File: src/source/arena_pkg.sv
`default_nettype none

package arena_pkg;

	// Coprocessor select on address bits 11:7
	typedef enum logic [4:0] {
		SEL_POS_P1    = 5'd0,
		SEL_POS_P2    = 5'd1,
		SEL_CTRL_P1   = 5'd4,
		SEL_CTRL_P2   = 5'd5,
		SEL_SIZE_P1   = 5'd8,
		SEL_SIZE_P2   = 5'd9,
		SEL_COLL_P1   = 5'd12,
		SEL_COLL_P2   = 5'd13,
		SEL_ATTACK_P1 = 5'd16,
		SEL_ATTACK_P2 = 5'd17,
		SEL_DAMAGE_P1 = 5'd18,
		SEL_DAMAGE_P2 = 5'd19,
		SEL_STEP      = 5'd24
	} coproc_sel_t;

	typedef enum logic [1:0] {ATK_IDLE, ATK_ACTIVE, ATK_RECOVER} attack_state_t;

	// Controller word bits
	localparam int CTRL_LEFT = 0;
	localparam int CTRL_RIGHT = 1;
	localparam int CTRL_JUMP = 2;
	localparam int CTRL_ATTACK = 3;

	localparam int ATK_HIT_BIT = 0;
	localparam int ATK_FREEZE_BIT = 11;

	localparam int COLL_FLOOR = 0;
	localparam int COLL_CEILING = 1;
	localparam int COLL_LEFT = 2;
	localparam int COLL_RIGHT = 3;

	localparam logic signed [31:0] GRAVITY = 32'sd1;
	localparam logic signed [31:0] JUMP_VEL = -32'sd8;
	localparam logic signed [31:0] RUN_SPEED = 32'sd4;
	localparam logic signed [31:0] KNOCK_SPEED = 32'sd6;
	localparam logic [31:0] DAMAGE_PER_HIT = 32'd7;
	localparam logic [31:0] DAMAGE_MAX = 32'd999;

	// Packed as {x, y} with y growing downward
	localparam logic [31:0] STAGE_POS = {16'd40, 16'd200};
	localparam logic [31:0] STAGE_SIZE = {16'd400, 16'd40};
	localparam logic [31:0] START_POS_P1 = {16'd100, 16'd150};
	localparam logic [31:0] START_POS_P2 = {16'd300, 16'd150};

endpackage

`default_nettype wire

File: src/source/physics_unit.sv
`timescale 1ns/1ps
`default_nettype none

module physics_unit import arena_pkg::*; (
	input  logic        clock,
	input  logic        reset,
	input  logic        step,
	input  logic [31:0] start_pos,
	input  logic [31:0] controls,
	input  logic [31:0] knockback,
	input  logic        frozen,
	input  logic        on_floor,
	output logic [31:0] position
);

	logic signed [15:0] pos_x;
	logic signed [15:0] pos_y;
	logic signed [15:0] vel_y;

	logic signed [15:0] run_dx;
	logic signed [15:0] knock_dx;
	logic signed [15:0] next_vel;
	logic               go_left;
	logic               go_right;
	logic               jump;

	assign go_left = controls[CTRL_LEFT];
	assign go_right = controls[CTRL_RIGHT];
	assign jump = controls[CTRL_JUMP];

	// Only the x half of the knockback word carries motion
	assign knock_dx = $signed(knockback[15:0]);

	always_comb begin
		run_dx = 16'sd0; // Both or neither held
		if (go_right && !go_left) begin
			run_dx = $signed(RUN_SPEED[15:0]);
		end else if (go_left && !go_right) begin
			run_dx = -$signed(RUN_SPEED[15:0]);
		end
	end

	always_comb begin
		if (on_floor && jump) begin
			next_vel = $signed(JUMP_VEL[15:0]);
		end else if (on_floor && vel_y >= 16'sd0) begin
			next_vel = 16'sd0; // Landed on the floor
		end else begin
			next_vel = vel_y + $signed(GRAVITY[15:0]);
		end
	end

	always_ff @(posedge clock) begin
		if (reset) begin
			pos_x <= $signed(start_pos[31:16]);
			pos_y <= $signed(start_pos[15:0]);
			vel_y <= 16'sd0;
		end else if (step && !frozen) begin
			pos_x <= pos_x + run_dx + knock_dx;
			vel_y <= next_vel;
			pos_y <= pos_y + next_vel; // New velocity applies this step
		end
	end

	assign position = {pos_x, pos_y};

	// Hub only raises step out of reset
	assert property (@(posedge clock) !(reset && step))
		else $error("physics_unit: step during reset");

endmodule

`default_nettype wire

File: config.mk
export PLATFORM = sky130hd
export DESIGN_NAME = physics_unit
export DESIGN_NICKNAME = d
export VERILOG_FILES = /design/src/source/arena_pkg.sv /design/src/source/physics_unit.sv
export SDC_FILE = /design/constraint.sdc
export NUM_CORES = 1
export LEC_CHECK = 0
export ABC_AREA = 1
export ABC_CLOCK_PERIOD_IN_PS = 3400
export BUFFER_PORTS_ARGS = -buffer_cell sky130_fd_sc_hd__buf_4
export CORE_MARGIN = 5
export CORE_UTILIZATION = 30
export CTS_CLUSTER_DIAMETER = 100
export DETAILED_ROUTE_END_ITERATION = 6
export GPL_TIMING_DRIVEN = 0
export HOLD_SLACK_MARGIN = 0.05
export PLACE_DENSITY = 0.53
export SETUP_SLACK_MARGIN = 0.4
export SYNTH_ARGS = -nofsm -noshare
export SYNTH_HDL_FRONTEND = slang
export SYNTH_SLANG_ARGS = --single-unit
File: constraint.sdc
create_clock -name clock -period 3.4 [get_ports clock]
set_input_delay 0.17 -clock clock [delete_from_list [all_inputs] [get_ports clock]]
set_output_delay 0.17 -clock clock [all_outputs]
set_load 0.05 [all_outputs]
# Word level (Yosys, flattened, before mapping)
# Cells that the tools add are included.
# W data, S select, Z words.
# word_totals
ff_bits,48
input_bits,101
output_inout_bits,32
# classes
n_addsub,4
n_mux,8
order_cmp,1
reduce_logical,9
# op_table
cell,n
$mux W16,8
$add A16 B16 Y16,3
$add A16 B2 Y16 const B,1
$ge A16 B1 Y1 const B,1
$logic_and A1 B1 Y1,5
$logic_not A1 Y1,3
$reduce_bool A2 Y1,1

# Depth between registers and ports, before layout
# logic_depth
ltp_word,8
ltp_mapped,20
depth_no_buf,20

# Worst setup path before layout
# Ideal clock, no wire load.
# synth_path
path_type,reg-to-reg
start,register pos_x[2]
end,"register pos_x[11], data pin"
period_less_slack_ns,2.639
path_buffers,0
slack_ns,0.761
stages_incl_launch_ff,13
arrival_time_ns,2.386
required_time_ns,3.146
cell_sequence,edfxtp_1 inv_1 fa_1 inv_1 fa_1 nand3_1 nand2_1 nand3_1 nand2_1 a21oi_1 nand2_1 nand3_1 nand2_1
# synth_between
elab_chain_cells,4
# synth_lines
item,line,source
"start, declared",physics_unit.sv:16,logic signed [15:0] pos_x;
"start signal, assigned",physics_unit.sv:55,pos_x <= $signed(start_pos[31:16]);
"start signal, assigned",physics_unit.sv:59,pos_x <= pos_x + run_dx + knock_dx;
$add A16 B16 Y16 (2 in series),physics_unit.sv:59,
$mux W16,physics_unit.sv:58,end else if (step && !frozen) begin
$mux W16,physics_unit.sv:54,if (reset) begin
# Every way passes these cells. The select of a mux whose other input is x is not followed.
# A chain may end at the register's enable or synchronous reset.

# Worst setup path after layout
# layout_path
start,register vel_y[0]
end,"register pos_y[11], data pin"
# layout_between
elab_chain_cells,7
word_cells_on_any_way,8
cone_classes,add/sub: 2; order compare: 1; mux: 4; reduce/logical: 1
# layout_lines
item,line,source
"start, declared",physics_unit.sv:18,logic signed [15:0] vel_y;
"start signal, assigned",physics_unit.sv:60,vel_y <= next_vel;
$ge A16 B1 Y1,physics_unit.sv:46,end else if (on_floor && vel_y >= 16'sd0) begin
$logic_and A1 B1 Y1,physics_unit.sv:46,
$mux W16 (*),physics_unit.sv:46,
$mux W16 (*),physics_unit.sv:44,if (on_floor && jump) begin
net next_vel[6],physics_unit.sv:22,logic signed [15:0] next_vel;
$add A16 B16 Y16 (*),physics_unit.sv:61,pos_y <= pos_y + next_vel;
$mux W16 (*),physics_unit.sv:58,
$mux W16 (*),physics_unit.sv:54,
"end signal, assigned",physics_unit.sv:56,pos_y <= $signed(start_pos[15:0]);
"end signal, assigned",physics_unit.sv:61,
"end, declared",physics_unit.sv:17,logic signed [15:0] pos_y;
# Mark *: on every way through the listed nets, which the timed path passes. The rest lies on a longest branch. The select of a mux whose other input is x is not followed.

==> results.cfg <==
[logic_synthesis]
yosysWarnings = 0
synth-simple-area-share = 0.312
yosys.area_share.xor_xnor = 0.0106
synth_ff_type = edfxtp_1
async_flop_share = 0
avgSynthCellArea_sq_um = 7.33
synth-compound-area-share = 0.123
synth_edf_count = 32
synth_fa_ha_area_frac = 0.175
synth_top_family_by_area = simple AND/OR/NAND/NOR gates
syn_inst = 565
synth.net_count = 715
ys_types = 37
synthMuxAreaShare = 0
seq_area_frac_synth = 0.309
syn_area_sq_um = 4140
ys_ff_latch = 48

[finish]
area_growth_pct = 27.5
fin_util = 0.385
diodes = 0
nNetsFinal = 813
drive_gt1_frac = 0.216

[floorplan]
die_area_sq_um = 16300
fp.dieW_um = 128
die_h_um = 128
start_util = 0.302
fp-row-count = 43
ioPinCount = 133
coreArea_sq_um = 13700

[min_path]
hp-class = primary input to register

[sta]
final.setup.worst_slack_ns = 0.590
tns_ns = 0
final.setup_skew_ns = 0.00722
slew-limit-headroom = 0.560
slew_violations = 0
fin_crit_ns = 2.81
tightestPinTransition_ns = 0.660
finalCritPeriodShare = 0.827
hold_ws_ns = 0.141
rsz0062_at_grt = true
finalHoldViolCount = 0
setup_viol_count_final = 0
fmax_mhz = 356

[job]
drv_cap = 0

[critical_path]
crit_end = pos_y[11]$_DFFE_PP_
path_depth = 15
start_kind = register
cp_slowest_cell = dfxtp_1
crit_arrival_ns = 2.86
cp.required_ns = 3.45
crit_fanout = 5
critPathMostFrequentCell = nand2_1
critPathCaptureType = register
crit_buf_inv = 1
cpPeakStageDelay_ns = 0.42
r2r-start = vel_y[0]$_SDFFE_PP0P_
crit_start = vel_y[0]$_SDFFE_PP0P_
reg2regPathDepth = 15
critical_path.top_delay_family = simple AND/OR/NAND/NOR gates
crit_type = register to register
setup.reg_to_reg.worst_slack_ns = 0.59
crit_path_cell_trace = ha_1, nand2_2, nor2_4, nand2_4, a31oi_2, inv_1, ha_1, nand2_1, nor2_1, nand2_1, nand2_1, a21oi_2, or2_2, nand3_1, nand2_1
timing.rr.end = pos_y[11]$_DFFE_PP_

[grt]
grt_pass1_wl_mm = 18.9
antenna_found_initial = 0
grt_pass1_vias = 3867
grt_max_degree = 30
grt_usage = 0.143
grt-ovfl-total = 0

[placement]
hpwl_mm = 9.34
routabilityCongestion = 0.823
place_ws_ns = 0.283
io_buffers = 87

[clock_tree]
clock_path_buffers = 2
clkLatencyLatePin_ns = 0.29
clk_pin_slew_ns = 0.07
cts_root_buf = clkbuf_16
cts_inserted_buffers = 5
cts_htree_levels = 2
hold_buffers = 0
cts_tree = done
clkSinkCount = 48

[routing]
drc_errors = 0
drt_pass1_iterations = 4
vias_per_cell = 4.68
ant_nets = 0
vias = 3946
drt-total-wl_mm = 11.6
drt_iter0_markers = 238
wl_per_cell_um = 13.8

[pwr]
ir_drop_v = 0.000183
p_leak_nw = 2.56
p_per_area_nw_per_um2 = 535

[status]
status = finished clean
worst min-delay path, delay by kind of cell:
kind / cells / cell delay, ns
AND/OR/NAND/NOR: 2 / 0.09
buffers and inverters: 1 / 0.08
state kept, by name, summed over array words and instances (netlist names):
name / flops
vel_y: 16
pos_x: 16
pos_y: 16
cell usage in the layout (no fill, tap or decap), types with 2 or more instances in the layout:
| cell | instances |
|---|---|
| o21ai_0 | 27 |
| buf_4 | 91 |
| nor3_1 | 5 |
| clkbuf_1 | 5 |
| a31oi_2 | 2 |
| nor2_1 | 35 |
| a21o_1 | 3 |
| fa_1 | 15 |
| nand2_4 | 2 |
| ha_2 | 3 |
| ha_1 | 31 |
| nor3_2 | 2 |
| nand3b_1 | 5 |
| xnor2_1 | 2 |
| o21bai_1 | 4 |
| dfxtp_1 | 16 |
| xor2_1 | 3 |
| nand3_1 | 46 |
| clkbuf_16 | 5 |
| or2_2 | 7 |
| o21ai_1 | 11 |
| nand3_2 | 3 |
| a21oi_1 | 33 |
| nand4_1 | 2 |
| nor2_2 | 3 |
| nand2_1 | 172 |
| o22ai_1 | 3 |
| o21ai_2 | 3 |
| inv_1 | 63 |
| edfxtp_1 | 32 |
| nor2_4 | 2 |
| nand2_2 | 7 |
| a21oi_2 | 4 |
| clkbuf_8 | 2 |
| or2_1 | 3 |
logic make-up after synthesis:
group	Yosys count
AO/OA/AOI/OAI	93
XOR/XNOR	5
adder cells (fa/ha/maj)	49
buffers and inverters	75
flip-flops	48
AND/OR/NAND/NOR	295
worst min path at each step:
| stage | slack, ns | end | cells past startpoint | start |
|---|---|---|---|---|
| floorplan | 0.35 | vel_y[10]$_SDFFE_PP0P_ | 3 | reset |
| global placement | 0.44 | pos_x[6]$_DFFE_PP_ | 3 | start_pos[22] |
| detailed placement | 0.44 | pos_y[14]$_DFFE_PP_ | 3 | start_pos[14] |
| CTS | 0.14 | pos_y[14]$_DFFE_PP_ | 3 | start_pos[14] |
| global route | 0.14 | pos_y[10]$_DFFE_PP_ | 3 | start_pos[10] |
| finish | 0.14 | pos_y[10]$_DFFE_PP_ | 3 | start_pos[10] |
per-stage QoR:
| step | instances | instance area (sq um) | power [mW] |
|---|---|---|---|
| CTS | 840 | 5200 | 2.84 |
| global placement | 832 | 5020 | 2.28 |
| finish | 843 | 5290 | 2.83 |
| global route | 843 | 5290 | 3.07 |
| floorplan | 565 | 4140 | 1.89 |
| detailed placement | 833 | 5040 | 2.29 |
final cells by class:
type | instances | area (sq um)
timing repair buffer | 91 | 696
fill | 1472 | 8430
buffer | 10 | 51.3
clock buffer | 7 | 153
sequential | 48 | 1280
multi-input combinational | 442 | 2630
tap | 180 | 225
inverter | 65 | 248
per-layer routing:
metal  vias to the layer above  part of all wire  track usage
li1                       2069                 -            -
met3                        11             0.056       0.0259
met2                        90              0.45        0.226
met4                         0             0.013       0.0410
met5                         -                 0            0
met1                      1776              0.48        0.201
power breakdown:
group / switching, mW / total (mW) / internal [mW]
registers: 0.0640 / 0.803 / 0.739
clock network: 0.222 / 0.532 / 0.310
logic: 0.962 / 1.50 / 0.533
cells in the mapped netlist, types with 2 or more instances:
| master | count | share of area |
|---|---|---|
| or2_2 | 7 | 0.011 |
| clkbuf_1 | 6 | 0.0054 |
| nor2_4 | 2 | 0.0054 |
| nor3_1 | 7 | 0.0085 |
| o21ai_2 | 2 | 0.0042 |
| ha_1 | 34 | 0.10 |
| o22ai_1 | 3 | 0.0045 |
| nand2_2 | 7 | 0.011 |
| a31oi_1 | 3 | 0.0045 |
| o21ai_0 | 28 | 0.034 |
| o21ai_1 | 11 | 0.013 |
| inv_1 | 64 | 0.058 |
| o21bai_1 | 4 | 0.0072 |
| nand4_1 | 2 | 0.0030 |
| fa_1 | 15 | 0.072 |
| nand3b_1 | 5 | 0.0091 |
| nand3_1 | 46 | 0.056 |
| nand2_1 | 173 | 0.16 |
| nor2_1 | 35 | 0.032 |
| or2_1 | 3 | 0.0045 |
| a21o_1 | 3 | 0.0054 |
| a21oi_1 | 37 | 0.045 |
| nor2_2 | 3 | 0.0045 |
| edfxtp_1 | 32 | 0.23 |
| xnor2_1 | 2 | 0.0042 |
| dfxtp_1 | 16 | 0.077 |
| xor2_1 | 3 | 0.0063 |
| nand3_2 | 3 | 0.0072 |
repair_timing:
action / 4_1_cts / 5_1_grt
setup buffers: 0 / 3
hold endpoints to repair: 0 / 0
setup endpoints to repair: 0 / 8
resized for setup: 0 / 17
Note: power is estimated with default switching activity, not from simulation.
