`src/source/arena_pkg.sv`:
```
`default_nettype none

package arena_pkg;

	// Coprocessor select on address bits 11:7
	typedef enum logic [4:0] {
		SEL_POS_P1    = 5'd0,
		SEL_POS_P2    = 5'd1,
		SEL_CTRL_P1   = 5'd4,
		SEL_CTRL_P2   = 5'd5,
		SEL_SIZE_P1   = 5'd8,
		SEL_SIZE_P2   = 5'd9,
		SEL_COLL_P1   = 5'd12,
		SEL_COLL_P2   = 5'd13,
		SEL_ATTACK_P1 = 5'd16,
		SEL_ATTACK_P2 = 5'd17,
		SEL_DAMAGE_P1 = 5'd18,
		SEL_DAMAGE_P2 = 5'd19,
		SEL_STEP      = 5'd24
	} coproc_sel_t;

	typedef enum logic [1:0] {ATK_IDLE, ATK_ACTIVE, ATK_RECOVER} attack_state_t;

	// Controller word bits
	localparam int CTRL_LEFT = 0;
	localparam int CTRL_RIGHT = 1;
	localparam int CTRL_JUMP = 2;
	localparam int CTRL_ATTACK = 3;

	localparam int ATK_HIT_BIT = 0;
	localparam int ATK_FREEZE_BIT = 11;

	localparam int COLL_FLOOR = 0;
	localparam int COLL_CEILING = 1;
	localparam int COLL_LEFT = 2;
	localparam int COLL_RIGHT = 3;

	localparam logic signed [31:0] GRAVITY = 32'sd1;
	localparam logic signed [31:0] JUMP_VEL = -32'sd8;
	localparam logic signed [31:0] RUN_SPEED = 32'sd4;
	localparam logic signed [31:0] KNOCK_SPEED = 32'sd6;
	localparam logic [31:0] DAMAGE_PER_HIT = 32'd7;
	localparam logic [31:0] DAMAGE_MAX = 32'd999;

	// Packed as {x, y} with y growing downward
	localparam logic [31:0] STAGE_POS = {16'd40, 16'd200};
	localparam logic [31:0] STAGE_SIZE = {16'd400, 16'd40};
	localparam logic [31:0] START_POS_P1 = {16'd100, 16'd150};
	localparam logic [31:0] START_POS_P2 = {16'd300, 16'd150};

endpackage

`default_nettype wire

```
`src/source/damage_unit.sv`:
```
`timescale 1ns/1ps
`default_nettype none

module damage_unit import arena_pkg::*; (
	input  logic        clock,
	input  logic        reset,
	input  logic        hit,
	output logic [31:0] damage
);

	logic        hit_q;     // Previous hit level for edge detect
	logic [31:0] damage_sum;

	assign damage_sum = damage + DAMAGE_PER_HIT;

	always_ff @(posedge clock) begin
		if (reset) begin
			hit_q <= 1'b0;
			damage <= '0;
		end else begin
			hit_q <= hit;
			if (hit && !hit_q) begin
				damage <= (damage_sum > DAMAGE_MAX) ? DAMAGE_MAX : damage_sum;
			end
		end
	end

	assert property (@(posedge clock) disable iff (reset) damage <= DAMAGE_MAX)
		else $error("damage_unit: damage above limit");

endmodule

`default_nettype wire

```
`config.mk`:
```
export PLATFORM = sky130hd
export DESIGN_NAME = damage_unit
export DESIGN_NICKNAME = d
export VERILOG_FILES = /design/src/source/arena_pkg.sv /design/src/source/damage_unit.sv
export SDC_FILE = /design/constraint.sdc
export NUM_CORES = 1
export LEC_CHECK = 0
export ABC_AREA = 1
export BUFFER_PORTS_ARGS = -buffer_cell sky130_fd_sc_hd__buf_2
export CAP_MARGIN = 20
export CORE_MARGIN = 4
export CORE_UTILIZATION = 37
export CTS_CLUSTER_SIZE = 12
export DETAILED_ROUTE_END_ITERATION = 10
export GPL_TIMING_DRIVEN = 1
export PLACE_DENSITY = 0.54
export SETUP_SLACK_MARGIN = 0.05
export SLEW_MARGIN = 20
export SYNTH_ARGS = -nofsm -noshare
export SYNTH_HDL_FRONTEND = slang
export SYNTH_SLANG_ARGS = --single-unit
```
`constraint.sdc`:
```
create_clock -name clock -period 2.6 [get_ports clock]
set_clock_uncertainty 0.1 [all_clocks]
set_input_delay 0.52 -clock clock [delete_from_list [all_inputs] [get_ports clock]]
set_output_delay 0.52 -clock clock [all_outputs]
set_load 0.02 [all_outputs]
```
== After elaboration in Yosys (flattened, before gate mapping) ==
Cells that the tools add are included.
Operators by class
  add/subtract/negate cells: 1
  $mul: 0
  div/mod/pow operators: 0
  $lt $le $gt $ge: 1
  equal/unequal tests: 0
  shift-type cells: 0
  mux-type cells: 1
  bitwise operators: 0
  reduce and logical (&&, ||, !) cells: 2
Operators with widths (number)
  adder 32 x 3 -> 32 bit, second input constant: 1
  > comparator 32 x 10 -> 1 bit, second input constant: 1
  two-way mux 32 bit: 1
  logical AND 1 bit: 1
  logical NOT 1 bit: 1
Word-level totals
  flip-flop bits (word level): 33
  latch bits: 0
  bits in writable memories: 0
  ROM bits: 0
  bits of input ports: 3
  output and inout port bits: 32
  word-level logic and storage cells: 7
  memories kept: 0

== Depth between registers and ports, before layout ==
Gate-level depths: netlist of run 1.
  depth after elaboration: 3
  gate-level depth with buffers: 16
  gate-level depth less buffers: 16

== Worst setup path after synthesis of run 1 ==
No wires, ideal clock.
  path kind: register to register
  start: reg damage[0]
  end: reg damage[0]
  setup time: 0.116 ns
  arrival: 1.951 ns
  required time: 2.384 ns
  setup slack: 0.433 ns
  stages on the path, launching flop included: 15
  buffers on the path: 0
  clock period less this slack: 2.167 ns
  cell sequence: dfxtp_1 -> inv_1 -> ha_1 -> nand2_1 -> nand3_2 -> nor2_1 -> nand2_1 -> nand2_1 -> nand2_1 -> inv_1 -> nand2_1 -> nor2_1 -> nand4_2 -> o21ai_0 -> inv_1
On the way
  cells in the longest elaborated chain, start to end: 3
RTL lines
  start: declaration: line damage_unit.sv:8  | output logic [31:0] damage
  start signal: assignment: line damage_unit.sv:23  | damage <= (damage_sum > DAMAGE_MAX) ? DAMAGE_MAX : damage_sum;
  adder 32 x 3 -> 32 bit *: line damage_unit.sv:14  | assign damage_sum = damage + DAMAGE_PER_HIT;
  > comparator 32 x 10 -> 1 bit: line damage_unit.sv:23
  two-way mux 32 bit *: line damage_unit.sv:23
Mark *: on every way between the ends. The rest lies on a longest branch, timed or not.
A chain may end at the register's enable or synchronous reset.

== Worst setup path after layout of run 1 ==
  start: reg damage[0]
  end: reg damage[1]
The elaborated chain is that of the path after synthesis.

==> results of run 1 <==
## kinds of logic (layout without fill, tap and decap cells)
kind of cell / Yosys count / after routing / synth area share
AOI/OAI and AO/OA: 21 / 21 / 0.04732
xor gates and xnor gates: 2 / 2 / 0.007889
adders and majority gates: 1 / 1 / 0.005633
buffers and inverters: 71 / 112 / 0.1239
DFF: 33 / 33 / 0.2975
and+or+nand+nor: 263 / 263 / 0.5177
## final cells by class
class                      count  area (um2)
multi-input combinational    287        1318
fill                         635        3032
tap                           72       90.09
clock buffer                   7       86.33
sequential                    33       660.6
clock inverter                 1       30.03
timing repair buffer          41       222.7
inverter                      63       236.5
## tightest hold or removal path, stage by stage
cell    delay (ns)
buf_2         0.08
inv_1         0.04
nor2_1        0.07
## through the flow
| step | utilization | power [mW] | hold WS [ns] | std cells |
|---|---|---|---|---|
| floorplan | - | 0.6464 | 0.4496 | 391 |
| global placement | 0.4400 | 0.6857 | 0.3789 | 496 |
| detailed placement | 0.4400 | 0.6851 | 0.3774 | 496 |
| CTS | 0.4605 | 1.201 | 0.3541 | 504 |
| global route | 0.4658 | 1.250 | 0.3594 | 504 |
| finish | 0.4658 | 1.191 | 0.3571 | 504 |
## sequential cells by signal, summed over array words and instances, names as in the netlist
register,cells
hit_q,1
damage,32
## synthesized netlist by cell type
library cell	count	share of area
nand2_1	136	0.23
inv_1	62	0.10
nor2_1	49	0.083
dfxtp_1	33	0.30
nand3_1	32	0.072
nor3_1	22	0.050
o21ai_0	12	0.027
a21oi_1	9	0.020
nand2_2	6	0.017
nor2_2	6	0.017
clkbuf_1	5	0.0085
nand4_1	4	0.011
nor2_4	4	0.020
xor2_1	2	0.0079
and2_1	1	0.0028
buf_1	1	0.0017
buf_2	1	0.0023
buf_6	1	0.0051
clkinv_1	1	0.0017
ha_1	1	0.0056
nand2_4	1	0.0051
nand3_2	1	0.0045
nand4_2	1	0.0056
## power by group
group	switching [mW]	leakage [nW]	internal, mW
registers	0.0145	0.268	0.519
logic	0.101	0.879	0.0430
clock network	0.201	0.0585	0.313
total	0.316	1.21	0.875
## how the worst max path moves through the flow
stage                           end  slack [ns]  depth (start not counted)
after floorplan           damage[0]        0.43                         14
after global placement    damage[1]        0.19                         14
after detailed placement  damage[8]        0.14                         14
after CTS                 damage[8]        0.11                         14
after global routing      damage[4]        0.02                         15
final                     damage[1]        0.26                         14
## timing repair
action                                  in CTS  in global routing
endpoints found under the hold margin        0                  0
endpoints found under the setup margin       0                 10
resized for setup                            0                 11
## per-layer routing
metal  track usage  up-vias  part of all wire
li1              -     1283                 -
met3       0.03398        5             0.037
met4       0.05468        0            0.0092
met5             0        -                 0
met1        0.2232     1047              0.47
met2        0.3107       39              0.48
==> metrics.yaml, run 1 <==
worst_hold_path:
  min_to: "hit_q"
  min_path_cells: 3
  hold_path_class: "input pin to register"
  hp-start: "hit"
status:
  status: "finished, final reports clean"
floorplanning:
  pin_count: 35
  coreArea_um2: 5675
  placementRows: 27
  dieHeight_um: 85.48
  initial_core_util: 0.3913
  die_area_um2: 7306
  die_w_um: 85.48
placement:
  place_area_um2: 2497
  pre_cts_slack_ns: 0.1407
  dp_hpwl_um: 4907
  port_buffers: 34
  gp_congestion: 0.8508
grt:
  grt_pass1_wl_um: 10560
  grt_pass1_vias: 2230
  grt_start_max_net_pins: 33
  track_usage: 0.1793
  antenna_found_initial: 0
  overflow: 0
drt:
  dr.first_iter.drc_count: 79
  drt.antenna.violating_nets: 0
  first_pass_iters: 4
  wire_per_inst_um: 12.57
  drc: 0
  vias: 2374
  wirelength_um: 6333
  viasPerCell: 4.710
clocking:
  clkSinkCount: 33
  hold_buffers: 0
  root_buffer: "clkbuf_8"
  clk_pin_slew_worst_paths_ns: 0.07
  cts_setup_buffers: 0
  cts_made_buffers: 5
  worstSkewPairLatency_ns: 0.29
  cts_tree: "done"
  cts_max_level: 2
  clk_path_buf_depth: 2
final_layout:
  layout_commonest_cell: "nand2_1"
  fin_area_um2: 2644
  nets: 435
  final_cell_mix: "nand2_1, inv_1, nor2_1"
  areaGrowthSynthToFinish_pct: 19.04
  n_antenna_cell: 0
  layout-drive-gt1-share: 0.1690
timing:
  finalCritPeriodShare: 0.8996
  finalSetupTns_ns: 0
  rsz0062_at_grt: "false"
  setup_viol: 0
  worst_pin_slew_ns: 0.6570
  worst_slack_ns: 0.2610
  slew_violations: 0
  fmax_mhz: 427.5
  finalCriticalPeriod_ns: 2.339
  max_slew_margin: 0.5620
  final_hold_viol_count: 0
synthesis:
  syn_inst: 391
  synthesis.nets: 395
  ys_seq_area_frac: 0.2975
  syn-cell-area_um2: 2221
  yosysWarnings: 0
  ys_seq_elements: 33
  synth_cell_types: 23
  syn_area_per_cell_um2: 5.680
setup_path:
  worst-path-max-fanout: 8
  r2r_end: "damage[1]"
  crit_type: "register to register"
  cpLargestDelayFamily: "simple AND/OR/NAND/NOR gates"
  cp-startpoint: "damage[0]"
  worst_setup_path_end_kind: "register"
  cp_data_arrival_time_ns: 2.42
  reg2reg_depth: 14
  reg2reg_slack_ns: 0.26
  rr_startpoint: "damage[0]"
  cp_cell_sequence: "inv_1 -> ha_1 -> nand2_1 -> nand3_4 -> nor2_4 -> nand2_1 -> nand2_1 -> inv_1 -> nor2_1 -> nand3_1 -> nor2_2 -> nand4_4 -> o21ai_0 -> inv_1"
  cp-start-kind: "register"
  path_buf_inv: 3
  cp_slowest_cell: "dfxtp_1"
  required_ns: 2.68
  max_stage_delay_ns: 0.35
pwr:
  max-vdd-ir-drop_mv: 0.1931
  powerDensity_nw_per_um2: 450.5
  leakage_nw: 1.205
flow_run:
  max_cap_violations: 0
No activity file was read; power rests on OpenSTA's default activity.
==> run 2, diff against run 1 <==
--- a/config.mk
+++ b/config.mk
@@ -8,12 +8,14 @@
 export ABC_AREA = 1
 export BUFFER_PORTS_ARGS = -buffer_cell sky130_fd_sc_hd__buf_2
 export CAP_MARGIN = 20
+export CELL_PAD_IN_SITES_DETAIL_PLACEMENT = 2
+export CELL_PAD_IN_SITES_GLOBAL_PLACEMENT = 2
 export CORE_MARGIN = 4
-export CORE_UTILIZATION = 37
+export CORE_UTILIZATION = 29
 export CTS_CLUSTER_SIZE = 12
 export DETAILED_ROUTE_END_ITERATION = 10
 export GPL_TIMING_DRIVEN = 1
-export PLACE_DENSITY = 0.54
+export PLACE_DENSITY_LB_ADDON = 0.1
 export SETUP_SLACK_MARGIN = 0.05
 export SLEW_MARGIN = 20
 export SYNTH_ARGS = -nofsm -noshare
==> run 2 against run 1 <==
Effect of this change:
- combinational power rose by 12%
- first-iteration DRC count down 51%
- sequential power up 0.9%
- global-route usage is 2.3 points higher
- cell count up 5.4%
- die area grew 25%
- register-to-register slack worse by 0.03 ns
- worst setup slack lost 0.028 ns
- core utilization shrank 10 points
- worst hold slack improved by 0.029 ns
- flip-flop and latch count is the same
- critical path depth is 1 lower
- critical path type unchanged
- largest cell class unchanged
- largest power group unchanged
- highest routed layer unchanged
==> metrics.yaml, run 2 (synthesis gave the netlist of run 1 again) <==
timing:
  setup_viol: 0
  finalCriticalPeriod_ns: 2.367
  hold_ws_ns: 0.3864
  finalSetupTns_ns: 0
  final_hold_viol_count: 0
  rsz0062_at_grt: "false"
  finalCritPeriodShare: 0.9104
  slew_violations: 0
  max_slew_margin: 0.5227
  fmax_mhz: 422.5
  worst_pin_slew_ns: 0.7160
setup_path:
  cpMostUsedCell: "nand2_1"
  r2r_end: "damage[7]"
  cp_cell_sequence: "nand2_1 -> nor2_1 -> nand2_1 -> nor2_4 -> nand2_2 -> inv_1 -> nand2_1 -> nand2_1 -> nand3_1 -> nor2_2 -> nand4_4 -> o21ai_0 -> inv_1"
  max_stage_delay_ns: 0.45
  cp_data_arrival_time_ns: 2.44
  worst-path-max-fanout: 8
  crit_type: "register to register"
  required_ns: 2.68
  reg2reg_depth: 13
  reg2reg_slack_ns: 0.23
  worst_setup_path_end_kind: "register"
  cp_slowest_cell: "dfxtp_1"
  crit_end: "damage[7]"
  rr_startpoint: "damage[10]"
  cp-startpoint: "damage[10]"
  cp-start-kind: "register"
final_layout:
  reg.largest.list: "damage (32), hit_q (1)"
  areaGrowthSynthToFinish_pct: 20.51
  instances_no_fill: 531
  fin_area_um2: 2676
  final_cell_mix: "nand2_1, inv_1, nor2_1"
  n_antenna_cell: 0
  seqCellArea_um2: 665.6
  layout_commonest_cell: "nand2_1"
  largest_reg_flops: 32
  nets: 435
  multi_input_area_um2: 1348
  regMostFlops: "damage"
  layout-drive-gt1-share: 0.1806
  n_fill_cell: 968
clocking:
  cts_max_level: 2
  cts_tree: "done"
  hold_buffers: 0
  cts_resized: 2
  cts_setup_buffers: 0
  worstSkewPairLatency_ns: 0.29
  clk_pin_slew_worst_paths_ns: 0.07
  clkSinkCount: 33
  root_buffer: "clkbuf_8"
  clk_path_buf_depth: 2
  cts_made_buffers: 5
placement:
  gp_congestion: 0.8293
  place_area_um2: 2531
  dp_hpwl_um: 6675
  port_buffers: 34
  placed_cells: 523
floorplanning:
  die_area_um2: 9122
  pin_count: 35
  placementRows: 31
  initial_core_util: 0.3030
  dieHeight_um: 95.51
  die_w_um: 95.51
  coreArea_um2: 7331
grt:
  track_usage: 0.2023
  grt_start_max_net_pins: 33
  grt_pass1_wl_um: 14210
  overflow: 0
  antenna_found_initial: 0
  grt_pass1_vias: 2758
drt:
  wirelength_um: 8576
  viasPerCell: 4.851
  dr.first_iter.drc_count: 39
  drc: 0
  wire_per_inst_um: 16.15
  first_pass_iters: 4
  drt.antenna.violating_nets: 0
  vias: 2576
status:
  status: "finished, final reports clean"
pwr:
  powerDensity_nw_per_um2: 406.6
  leakage_nw: 1.191
  power.total_mw: 1.088
  max-vdd-ir-drop_mv: 0.1764
flow_run:
  max_cap_violations: 0
worst_hold_path:
  min_path_cells: 3
  hold_path_class: "input pin to register"
## run 2: worst min path at each step
stage,startpoint,endpoint,slack (ns)
finish,hit,hit_q,0.39
detailed placement,damage[31],damage[31],0.39
floorplan,damage[31],damage[31],0.45
CTS,hit,hit_q,0.39
global placement,damage[31],damage[31],0.37
global route,hit,hit_q,0.41
## run 2: where the power goes
part	switching, mW	internal [mW]
registers	0.0178	0.520
logic	0.113	0.0475
clock network	0.199	0.191
## run 2: layout make-up
type,count,area share
Inverter,63,0.08836
Clock buffer,8,0.02992
Multi-Input combinational cell,287,0.5035
Tap cell,99,0.04628
Timing Repair Buffer,41,0.08322
Sequential cell,33,0.2487
## run 2: per-stage QoR
step                  util  setup slack, ns
global route        0.3651          0.03641
global placement    0.3453           0.1249
floorplan                -           0.4333
CTS                 0.3577          0.05542
finish              0.3651           0.2329
detailed placement  0.3453         0.002296
## run 2: metal layers
layer | vias to the layer above | track usage | routed length [um]
met4 | 0 | 0.04621 | 116
met1 | 1257 | 0.2455 | 3825
met5 | - | 0 | 0
li1 | 1277 | - | -
met3 | 11 | 0.02999 | 188
met2 | 31 | 0.3732 | 4446
## run 2: worst max-delay path: cells and delay by family (launching register included)
kind                   cells  cell delay, ns
AOI/OAI and AO/OA          1            0.20
buffers and inverters      2            0.14
DFF                        1            0.45
and+or+nand+nor           10            1.35
