==> src/source/arena_pkg.sv <==
`default_nettype none

package arena_pkg;

	// Coprocessor select on address bits 11:7
	typedef enum logic [4:0] {
		SEL_POS_P1    = 5'd0,
		SEL_POS_P2    = 5'd1,
		SEL_CTRL_P1   = 5'd4,
		SEL_CTRL_P2   = 5'd5,
		SEL_SIZE_P1   = 5'd8,
		SEL_SIZE_P2   = 5'd9,
		SEL_COLL_P1   = 5'd12,
		SEL_COLL_P2   = 5'd13,
		SEL_ATTACK_P1 = 5'd16,
		SEL_ATTACK_P2 = 5'd17,
		SEL_DAMAGE_P1 = 5'd18,
		SEL_DAMAGE_P2 = 5'd19,
		SEL_STEP      = 5'd24
	} coproc_sel_t;

	typedef enum logic [1:0] {ATK_IDLE, ATK_ACTIVE, ATK_RECOVER} attack_state_t;

	// Controller word bits
	localparam int CTRL_LEFT = 0;
	localparam int CTRL_RIGHT = 1;
	localparam int CTRL_JUMP = 2;
	localparam int CTRL_ATTACK = 3;

	localparam int ATK_HIT_BIT = 0;
	localparam int ATK_FREEZE_BIT = 11;

	localparam int COLL_FLOOR = 0;
	localparam int COLL_CEILING = 1;
	localparam int COLL_LEFT = 2;
	localparam int COLL_RIGHT = 3;

	localparam logic signed [31:0] GRAVITY = 32'sd1;
	localparam logic signed [31:0] JUMP_VEL = -32'sd8;
	localparam logic signed [31:0] RUN_SPEED = 32'sd4;
	localparam logic signed [31:0] KNOCK_SPEED = 32'sd6;
	localparam logic [31:0] DAMAGE_PER_HIT = 32'd7;
	localparam logic [31:0] DAMAGE_MAX = 32'd999;

	// Packed as {x, y} with y growing downward
	localparam logic [31:0] STAGE_POS = {16'd40, 16'd200};
	localparam logic [31:0] STAGE_SIZE = {16'd400, 16'd40};
	localparam logic [31:0] START_POS_P1 = {16'd100, 16'd150};
	localparam logic [31:0] START_POS_P2 = {16'd300, 16'd150};

endpackage

`default_nettype wire

==> src/source/attack_unit.sv <==
`timescale 1ns/1ps
`default_nettype none

module attack_unit import arena_pkg::*; #(
	parameter int ATTACK_STEPS = 3
) (
	input  logic        clock,
	input  logic        reset,
	input  logic        step,
	input  logic [31:0] controls,
	input  logic [31:0] own_pos,
	input  logic [31:0] own_size,
	input  logic [31:0] foe_pos,
	input  logic [31:0] foe_size,
	output logic [31:0] attack,
	output logic [31:0] knockback
);

	localparam int CNT_W = (ATTACK_STEPS > 1) ? $clog2(ATTACK_STEPS) : 1;

	attack_state_t      state;
	logic [CNT_W-1:0]   step_cnt;
	logic signed [16:0] own_l, own_r, own_t, own_b;
	logic signed [16:0] foe_l, foe_r, foe_t, foe_b;
	logic               overlap;
	logic               active;
	logic               hit;

	assign own_l = $signed(own_pos[31:16]);
	assign own_t = $signed(own_pos[15:0]);
	assign own_r = own_l + $signed({1'b0, own_size[31:16]});
	assign own_b = own_t + $signed({1'b0, own_size[15:0]});
	assign foe_l = $signed(foe_pos[31:16]);
	assign foe_t = $signed(foe_pos[15:0]);
	assign foe_r = foe_l + $signed({1'b0, foe_size[31:16]});
	assign foe_b = foe_t + $signed({1'b0, foe_size[15:0]});

	assign overlap = (own_l < foe_r) && (own_r > foe_l) && (own_t < foe_b) && (own_b > foe_t);

	always_ff @(posedge clock) begin
		if (reset) begin
			state <= ATK_IDLE;
			step_cnt <= '0;
		end else if (step) begin
			case (state)
				ATK_IDLE: if (controls[CTRL_ATTACK]) begin
					state <= ATK_ACTIVE;
					step_cnt <= '0;
				end
				ATK_ACTIVE: if (step_cnt == CNT_W'(ATTACK_STEPS - 1)) begin
					state <= ATK_RECOVER;
				end else begin
					step_cnt <= step_cnt + 1'b1;
				end
				default: state <= ATK_IDLE; // Recover lasts one step
			endcase
		end
	end

	assign active = (state == ATK_ACTIVE);
	assign hit = active && overlap;

	always_comb begin
		attack = '0;
		attack[ATK_FREEZE_BIT] = active;
		attack[ATK_HIT_BIT] = hit;
	end

	// Push the foe away from the attacker
	assign knockback = !hit ? 32'd0 : (foe_l > own_l) ? KNOCK_SPEED : -KNOCK_SPEED;

	assert property (@(posedge clock) disable iff (reset)
		state inside {ATK_IDLE, ATK_ACTIVE, ATK_RECOVER})
		else $error("attack_unit: illegal state");

	// Hit window stays inside the active phase and its step count
	assert property (@(posedge clock) disable iff (reset)
		attack[ATK_HIT_BIT] |-> (state == ATK_ACTIVE) && (int'(step_cnt) < ATTACK_STEPS))
		else $error("attack_unit: hit outside active phase");

endmodule

`default_nettype wire

==> config.mk <==
export PLATFORM = sky130hd
export DESIGN_NAME = attack_unit
export DESIGN_NICKNAME = d
export VERILOG_FILES = /design/src/source/arena_pkg.sv /design/src/source/attack_unit.sv
export SDC_FILE = /design/constraint.sdc
export NUM_CORES = 1
export LEC_CHECK = 0
export BUFFER_PORTS_ARGS = -buffer_cell sky130_fd_sc_hd__clkbuf_2
export CAP_MARGIN = 20
export CORE_MARGIN = 4
export CORE_UTILIZATION = 51
export DETAILED_ROUTE_END_ITERATION = 8
export PLACE_DENSITY = 0.84
export SYNTH_ARGS = -nofsm -noshare
export SYNTH_HDL_FRONTEND = slang
export SYNTH_SLANG_ARGS = --single-unit
==> constraint.sdc <==
create_clock -name clock -period 19.3 [get_ports clock]
set_clock_uncertainty 0.05 [all_clocks]
set_input_delay 3.86 -clock clock [delete_from_list [all_inputs] [get_ports clock]]
set_output_delay 3.86 -clock clock [all_outputs]
set_load 0.02 [all_outputs]
Word level (Yosys, flattened, before mapping):

Cells that the tools add are included.

* $add $sub $neg: 5
* shifts and indexed selects: 0
* multipliers: 0
* reductions and logical operators: 8
* magnitude comparators: 5
* equality and inequality tests: 5
* mux-type cells: 8
* divide/modulo/power cells: 0
* bitwise gates (word level): 0

Operator list (count)
* $add A16 B17 Y17: 4
* $mux W32: 2
* $gt A17 B16 Y1: 2
* $lt A16 B17 Y1: 2
* $gt A16 B16 Y1: 1
* $mux W2: 4
* $pmux W2 S2: 2
* $logic_and A1 B1 Y1: 4
* $ne A2 B2 Y1 const B: 2
* $reduce_and A4 Y1: 1
* $reduce_and A3 Y1: 1
* $add A2 B1 Y2 const B: 1
* $eq A2 B1 Y1 const B: 1
* $eq A2 B2 Y1 const B: 1
* $logic_not A2 Y1: 1
* $ne A2 B1 Y1 const B: 1
* $reduce_bool A2 Y1: 1

* output and inout port bits: 64
* bits in registers: 4
* bits in latches: 0
* ROM bits: 0
* memories kept: 0
* bits in writable memories: 0

Depth between registers and ports, before layout:

Gate-level depths: netlist of the first run.

* depth in word-level cells: 7
* gate-level depth with buffers: 19
* depth with buffers taken out: 18

Worst setup path after synthesis of the first run:

No wires, ideal clock.

* path type: input-to-output
* start: input port foe_pos[16]
* end: output port knockback[10]
* setup slack: 7.214 ns
* path buffers: 1
* data required time: 15.390 ns
* stages: 18
* data arrival time: 8.176 ns
* cell sequence: ha_1 > fa_1 > a21o_1 > a21oi_1 > o311a_1 > o21ai_0 > o31a_1 > a21oi_1 > xor2_1 > ha_1 > and2_2 > a221o_1 > a21oi_1 > nand2_1 > mux2_4 > nor4_4 > o21a_1 > buf_4

* word-level cells in the longest chain between the ends: 7

RTL lines
* start, declared: line attack_unit.sv:13 `input logic [31:0] foe_pos,`
* $add A16 B17 Y17: line attack_unit.sv:35 `assign foe_r = foe_l + $signed({1'b0, foe_size[31:16]});`
* $lt A16 B17 Y1: line attack_unit.sv:38 `assign overlap = (own_l < foe_r) && (own_r > foe_l) && (own_t < foe_b) && (own_b > foe_t);`
* $logic_and A1 B1 Y1 * (3 in a row): line attack_unit.sv:38
* $logic_and A1 B1 Y1 *: line attack_unit.sv:61 `assign hit = active && overlap;`
* via hit: line attack_unit.sv:27 `logic hit;`
* $mux W32 *: line attack_unit.sv:70 `assign knockback = !hit ? 32'd0 : (foe_l > own_l) ? KNOCK_SPEED : -KNOCK_SPEED;`
* end, declared: line attack_unit.sv:16 `output logic [31:0] knockback`

Mark *: on every way through the listed nets, which the timed path passes. The rest lies on a longest branch.

Worst setup path after layout of the first run:

* start: input port foe_pos[16]
* end: output port knockback[31]

* word-level cells in the longest chain between the ends: 7

RTL lines (line)
* $add A16 B17 Y17: attack_unit.sv:35
* $lt A16 B17 Y1: attack_unit.sv:38
* $logic_and A1 B1 Y1 (3 in a row): attack_unit.sv:38
* $logic_and A1 B1 Y1: attack_unit.sv:61
* $mux W32 *: attack_unit.sv:70

Mark *: on every way between the ends. The rest lies on a longest branch, timed or not.

==> impl_metrics.env, run 1 <==
export IMPL_cts_max_path_buffers=2
export IMPL_die_y_um=112
export IMPL_yosysWarnings=0
export IMPL_fin_area_um2=6180
export IMPL_drt_total_wl_mm=13.2
export IMPL_cts_root_buf="clkbuf_8"
export IMPL_end_kind="output pin"
export IMPL_synth_seq_cells=4
export IMPL_cts_inserted_buffers=3
export IMPL_p_total_mw=0.232
export IMPL_r2r_worst_path_cells=7
export IMPL_start_util_pct=52.8
export IMPL_placed_cell_area_um2=6140
export IMPL_gp_congestion=0.879
export IMPL_r2r_end="step_cnt[1]$_SDFFE_PP0P_"
export IMPL_worst_hold_path_type="register to register"
export IMPL_port_buffers=164
export IMPL_postCtsSetupRepairBufs=0
export IMPL_fin_nets=1182
export IMPL_first_pass_iters=6
export IMPL_setup_tns_final_ns=0
export IMPL_die_area_um2=12500
export IMPL_async_reset_ff_share_pct=0
export IMPL_period_needed_ns=12.72
export IMPL_vias=5378
export IMPL_yosysUniqueCellTypes=57
export IMPL_clk_latency_ns=0.21
export IMPL_avgSynthCellArea_um2=7.52
export IMPL_drt_initial_drc_count=272
export IMPL_cts_tree="done"
export IMPL_grt_pass1_wl_mm=22.2
export IMPL_start_kind="input port"
export IMPL_period_share_pct=65.9
export IMPL_diodes=0
export IMPL_final_cell_mix="164 x clkbuf_2, 147 x ha_1, 75 x inv_1"
export IMPL_crit_type="input port to output pin"
export IMPL_fmax_mhz=78.6
export IMPL_htreeDepth=1
export IMPL_dp_hpwl_mm=12.0
export IMPL_vias_per_cell=5.37
export IMPL_crit_arrival_ns=8.81
export IMPL_irDropWorstVdd_mv=0.0173
export IMPL_wire_per_inst_um=13.2
export IMPL_synth_area_um2=5500
export IMPL_setup_viol=0
export IMPL_hold_viol_final=0
export IMPL_grt_pass1_vias=5252
export IMPL_max_slew_margin_pct=52.2
export IMPL_synth_flop_cell="dfxtp_1"
export IMPL_worstReg2RegStart="step_cnt[0]$_SDFFE_PP0P_"
export IMPL_total_leakage_power_nw=3.45
export IMPL_synth_edf_count=0
export IMPL_drc=0
export IMPL_boundaryPins=227
export IMPL_synthToLayoutAreaGrowth_pct=12.4
export IMPL_synth_cells=731
export IMPL_nFillCells=1004
export IMPL_cts_sinks=4
export IMPL_grt_usage_pct=20.3
export IMPL_coreArea_um2=10400
export IMPL_rows=37
export IMPL_worstPathRequired_ns=15.39
export IMPL_grt_antenna_before_repair=0
export IMPL_die_x_um=112
export IMPL_final_common_cell="clkbuf_2"
export IMPL_grt_max_degree=30
export IMPL_cp_max_fo=29
export IMPL_hold_path_end="state[1]$_SDFFE_PP0P_"
export IMPL_drive_gt1_share_pct=21.1
export IMPL_min_from="state[1]$_SDFFE_PP0P_"
export IMPL_cap_violations=0
export IMPL_holdPathStages=2
export IMPL_cts_resized_gates=0
export IMPL_ant_nets=0
export IMPL_cts_hold_fix_buffers=0
export IMPL_r2r_setup_slack_ns=17.87
export IMPL_status="complete, no violations"
export IMPL_seq_area_frac_synth_pct=1.46
export IMPL_grt_ovfl_total=0
export IMPL_rsz0062_at_grt="false"
export IMPL_drv_slew=0
export IMPL_clkTransAtPathRegs_ns=0.03
export IMPL_powerDensity_nw_per_um2=37.6
export IMPL_worst_slew_pin_slew_ns=0.717
[kinds of logic (layout without fill, tap and decap cells)]
family / after synthesis / in the layout / synth area share (%)
simple gates: 169 / 169 / 15.6
fa+ha+maj: 151 / 151 / 34.9
other cells: 1 / 31 / 0.0682
xor+xnor: 54 / 54 / 8.60
mux: 3 / 3 / 0.637
flops: 4 / 4 / 1.46
buf+inv: 137 / 242 / 13.6
compound gates: 212 / 212 / 25.2
[how the worst max path moves through the flow]
stage | depth (start not counted) | to | startpoint
floorplan | 18 | knockback[10] | foe_pos[16]
global placement | 19 | knockback[25] | foe_pos[16]
detailed placement | 19 | knockback[16] | foe_pos[16]
CTS | 19 | knockback[16] | foe_pos[16]
global route | 19 | knockback[15] | foe_pos[16]
finish | 19 | knockback[31] | foe_pos[16]
[power by group]
group	internal [mW]	switching, mW
clock	0.0133	0.00408
combinational	0.0936	0.113
sequential	0.00853	0.000218
total	0.115	0.117
[metal layers]
| metal | GRT usage [%] | routed length (um) | vias to the layer above |
|---|---|---|---|
| met2 | 38.7 | 6560 | 153 |
| li1 | - | - | 2834 |
| met4 | 3.57 | 221 | 0 |
| met5 | 0 | 0 | - |
| met3 | 2.17 | 748 | 16 |
| met1 | 24.5 | 5680 | 2375 |
[Yosys cell counts (3+ instances only)]
master	count	area share, %
nand4_1	11	1.3
o21a_1	13	1.8
ha_1	147	33
xor2_1	18	2.9
o211ai_1	7	0.96
nand2b_1	9	1.0
dfxtp_1	4	1.5
or3_1	7	0.80
xnor2_1	36	5.7
inv_1	75	5.1
a21o_1	30	4.1
and3_1	9	1.0
nor2_1	49	3.3
o21bai_1	7	0.96
nand2_1	30	2.0
fa_1	4	1.5
a31oi_1	8	0.91
a211oi_1	13	1.8
o21ai_0	39	3.6
nor2b_1	8	0.91
or2_2	3	0.34
nand3_1	18	1.6
nor3_1	12	1.1
buf_4	62	8.5
nand3b_1	4	0.55
a21oi_1	67	6.1
[metrics by stage]
step / utilization, % / std cells / hold WS, ns / setup slack, ns
floorplan: - / 761 / 0.385 / 7.21
global placement: 58.9 / 999 / 0.407 / 6.68
detailed placement: 58.9 / 999 / 0.419 / 6.53
CTS: 59.3 / 1002 / 0.422 / 6.53
global route: 59.3 / 1002 / 0.449 / 6.15
finish: 59.3 / 1002 / 0.414 / 6.58
[final cells by class]
type | instances | area, um^2 | share of cell area (%)
multi-input combinational | 620 | 4780 | 77.4
inverter | 75 | 282 | 4.56
sequential | 4 | 80.1 | 1.30
clock buffer | 3 | 41.3 | 0.668
timing repair buffer | 164 | 821 | 13.3
tap | 136 | 170 | 2.75
[critical path, stage by stage]
cell      delay [ns]
clkbuf_2        0.10
ha_1            0.24
fa_1            0.41
a21o_1          0.17
a21oi_1         0.29
o311a_1         0.21
o21ai_0         0.14
o31a_1          0.31
a21o_1          0.20
xnor2_1         0.17
ha_1            0.28
a21o_1          0.18
a31oi_1         0.22
o21ai_0         0.11
a21oi_1         0.23
mux2_4          0.35
nor4_4          0.38
o21a_1          0.66
clkbuf_2        0.29
[flip-flops by register name, indices dropped and copies added (netlist names)]
signal	count
state	2
step_cnt	2
No activity file was read; power rests on OpenSTA's default activity.
==> inputs of run 2 (changes only) <==
- CORE_UTILIZATION: 51 -> 46
- PLACE_DENSITY: 0.84 -> 0.8
- clock period: 19.3 -> 11.49 ns (I/O delays scaled with it)
==> run 2 against run 1 <==
  * Setup slack worse by 4.6 ns
  * Cell count up 0.70%
  * Via count down 0.69%
  * Sequential cell count unchanged
  * Wire length up 0.26%
  * Core utilization down 5.5 points
  * Critical path type unchanged
  * Clock power rose to 3.1 times the previous value
  * Die area up 10%
  * Largest power group unchanged
==> impl_metrics.env, run 2 (same netlist as run 1, synthesis figures left out) <==
export IMPL_crit_type="input port to output pin"
export IMPL_end_kind="output pin"
export IMPL_dp_hpwl_mm=12.2
export IMPL_dpl_worst_slack_ns=1.89
export IMPL_boundaryPins=227
export IMPL_cts_inserted_buffers=3
export IMPL_powerDensity_nw_per_um2=66.5
export IMPL_p_int_mw=0.216
export IMPL_cts_max_path_buffers=2
export IMPL_grt_usage_pct=19.0
export IMPL_busiest_layer="met2"
export IMPL_ant_nets=0
export IMPL_combPwrFrac_pct=83.3
export IMPL_holdWs_ns=0.413
export IMPL_start_kind="input port"
export IMPL_cts_tree="done"
export IMPL_worst_path_most_repeated_cell="a21o_1"
export IMPL_postCtsSetupRepairBufs=0
export IMPL_drt_initial_drc_count=161
export IMPL_reg_top3="state (2), step_cnt (2)"
export IMPL_cap_violations=0
export IMPL_grt_pass1_vias=5463
export IMPL_slowest_delay_ns=0.65
export IMPL_grt_ovfl_total=0
export IMPL_grt_max_degree=30
export IMPL_die_y_um=117
export IMPL_diodes=0
export IMPL_worst_slew_pin_slew_ns=0.715
export IMPL_grt_antenna_before_repair=0
export IMPL_hold_viol_final=0
export IMPL_clk_latency_ns=0.22
export IMPL_worstPathRequired_ns=9.14
export IMPL_seqPwrFrac_pct=3.6
export IMPL_p_clk_share_pct=13.1
export IMPL_cts_hold_fix_buffers=0
export IMPL_crit_chain="clkbuf_2 > ha_1 > fa_1 > a21o_1 > a21oi_1 > o311a_1 > o21ai_0 > o31a_1 > a21o_1 > xnor2_1 > ha_1 > a21o_1 > a31oi_1 > o21ai_0 > a21oi_1 > mux2_4 > nor4_4 > o21a_1 > clkbuf_2"
export IMPL_htreeDepth=1
export IMPL_cp_max_fo=29
export IMPL_setup_tns_final_ns=0
export IMPL_die_area_um2=13800
export IMPL_cts_resized_gates=0
export IMPL_final_common_cell="clkbuf_2"
export IMPL_total_leakage_power_nw=3.47
export IMPL_final_cell_mix="164 x clkbuf_2, 147 x ha_1, 75 x inv_1"
export IMPL_coreArea_um2=11600
export IMPL_die_x_um=117
export IMPL_start_util_pct=47.5
export IMPL_fin_cells=1009
export IMPL_min_from="state[1]$_SDFFE_PP0P_"
export IMPL_vias_per_cell=5.29
export IMPL_first_pass_iters=4
export IMPL_drc=0
export IMPL_wire_per_inst_um=13.1
export IMPL_setup_viol=0
export IMPL_finalWorstSetupSlack_ns=1.98
export IMPL_rsz0062_at_grt="false"
export IMPL_crit_arrival_ns=7.17
export IMPL_fin_nets=1182
export IMPL_fmax_mhz=105
export IMPL_switching_share_pct=47.8
export IMPL_worst_hold_path_type="register to register"
export IMPL_placed_cells=1006
export IMPL_irDropWorstVdd_mv=0.0348
export IMPL_gp_congestion=0.911
export IMPL_status="complete, no violations"
export IMPL_period_share_pct=82.8
export IMPL_max_slew_margin_pct=52.4
export IMPL_worstReg2RegStart="step_cnt[0]$_SDFFE_PP0P_"
export IMPL_port_buffers=164
export IMPL_grt_met3_usage_pct=2.31
export IMPL_p_total_mw=0.414
export IMPL_cts_root_buf="clkbuf_16"
export IMPL_drive_gt1_share_pct=21.1
export IMPL_drt_total_wl_mm=13.2
export IMPL_grt_use_met2_pct=36.7
export IMPL_critPathLaunch="foe_pos[16]"
export IMPL_power_switching_mw=0.198
export IMPL_grt_use_met1_pct=22.6
export IMPL_slowest_stage="o21a_1"
export IMPL_cts_sinks=4
export IMPL_rows=39
export IMPL_grt_pass1_wl_mm=23.1
export IMPL_synthToLayoutAreaGrowth_pct=13.1
export IMPL_drv_slew=0
export IMPL_period_needed_ns=9.51
export IMPL_vias=5341
export IMPL_clkTransAtPathRegs_ns=0.03
-- run 2: layout make-up --
type                       instances  area, um^2
clock buffer                       3        75.1
fill                            1153        5350
inverter                          75         282
multi-input combinational        620        4780
sequential                         4        80.1
tap                              143         179
timing repair buffer             164         821
-- run 2: metrics by stage --
step / cell area [um^2] / utilization, %
finish: 6220 / 53.8
CTS: 6220 / 53.8
floorplan: 5610 / -
global placement: 6140 / 53.1
detailed placement: 6140 / 53.1
global route: 6220 / 53.8
-- run 2: power by group through the flow --
| stage | Combinational, mW | Sequential, mW | Clock, mW |
|---|---|---|---|
| final | 0.345 | 0.0147 | 0.0542 |
| after global routing | 0.399 | 0.0148 | 0.0556 |
| after CTS | 0.346 | 0.0147 | 0.0548 |
| after detailed placement | 0.344 | 0.0149 | 0 |
| after global placement | 0.335 | 0.0149 | 0 |
| after floorplan | 0.268 | 0.0148 | 0 |
-- run 2: critical path: cells and delay by family --
kind,cells,cell delay [ns]
AOI/OAI and AO/OA,11,2.65
adders and majority gates,3,0.93
buffers and inverters,2,0.40
and+or+nand+nor,1,0.37
muxes,1,0.35
xor gates and xnor gates,1,0.16
-- run 2: final timing paths --
kind	to	slack, ns	cells after the start
setup / recovery	knockback[25]	1.98	19
setup reg to reg	step_cnt[1]$_SDFFE_PP0P_	10.01	7
hold reg to reg	state[1]$_SDFFE_PP0P_	0.41	2
hold / removal	state[1]$_SDFFE_PP0P_	0.41	2
-- run 2: layer usage --
layer	up-vias	wire, um
li1	2830	-
met1	2353	5680
met2	146	6680
met3	12	689
met4	0	193
met5	-	0
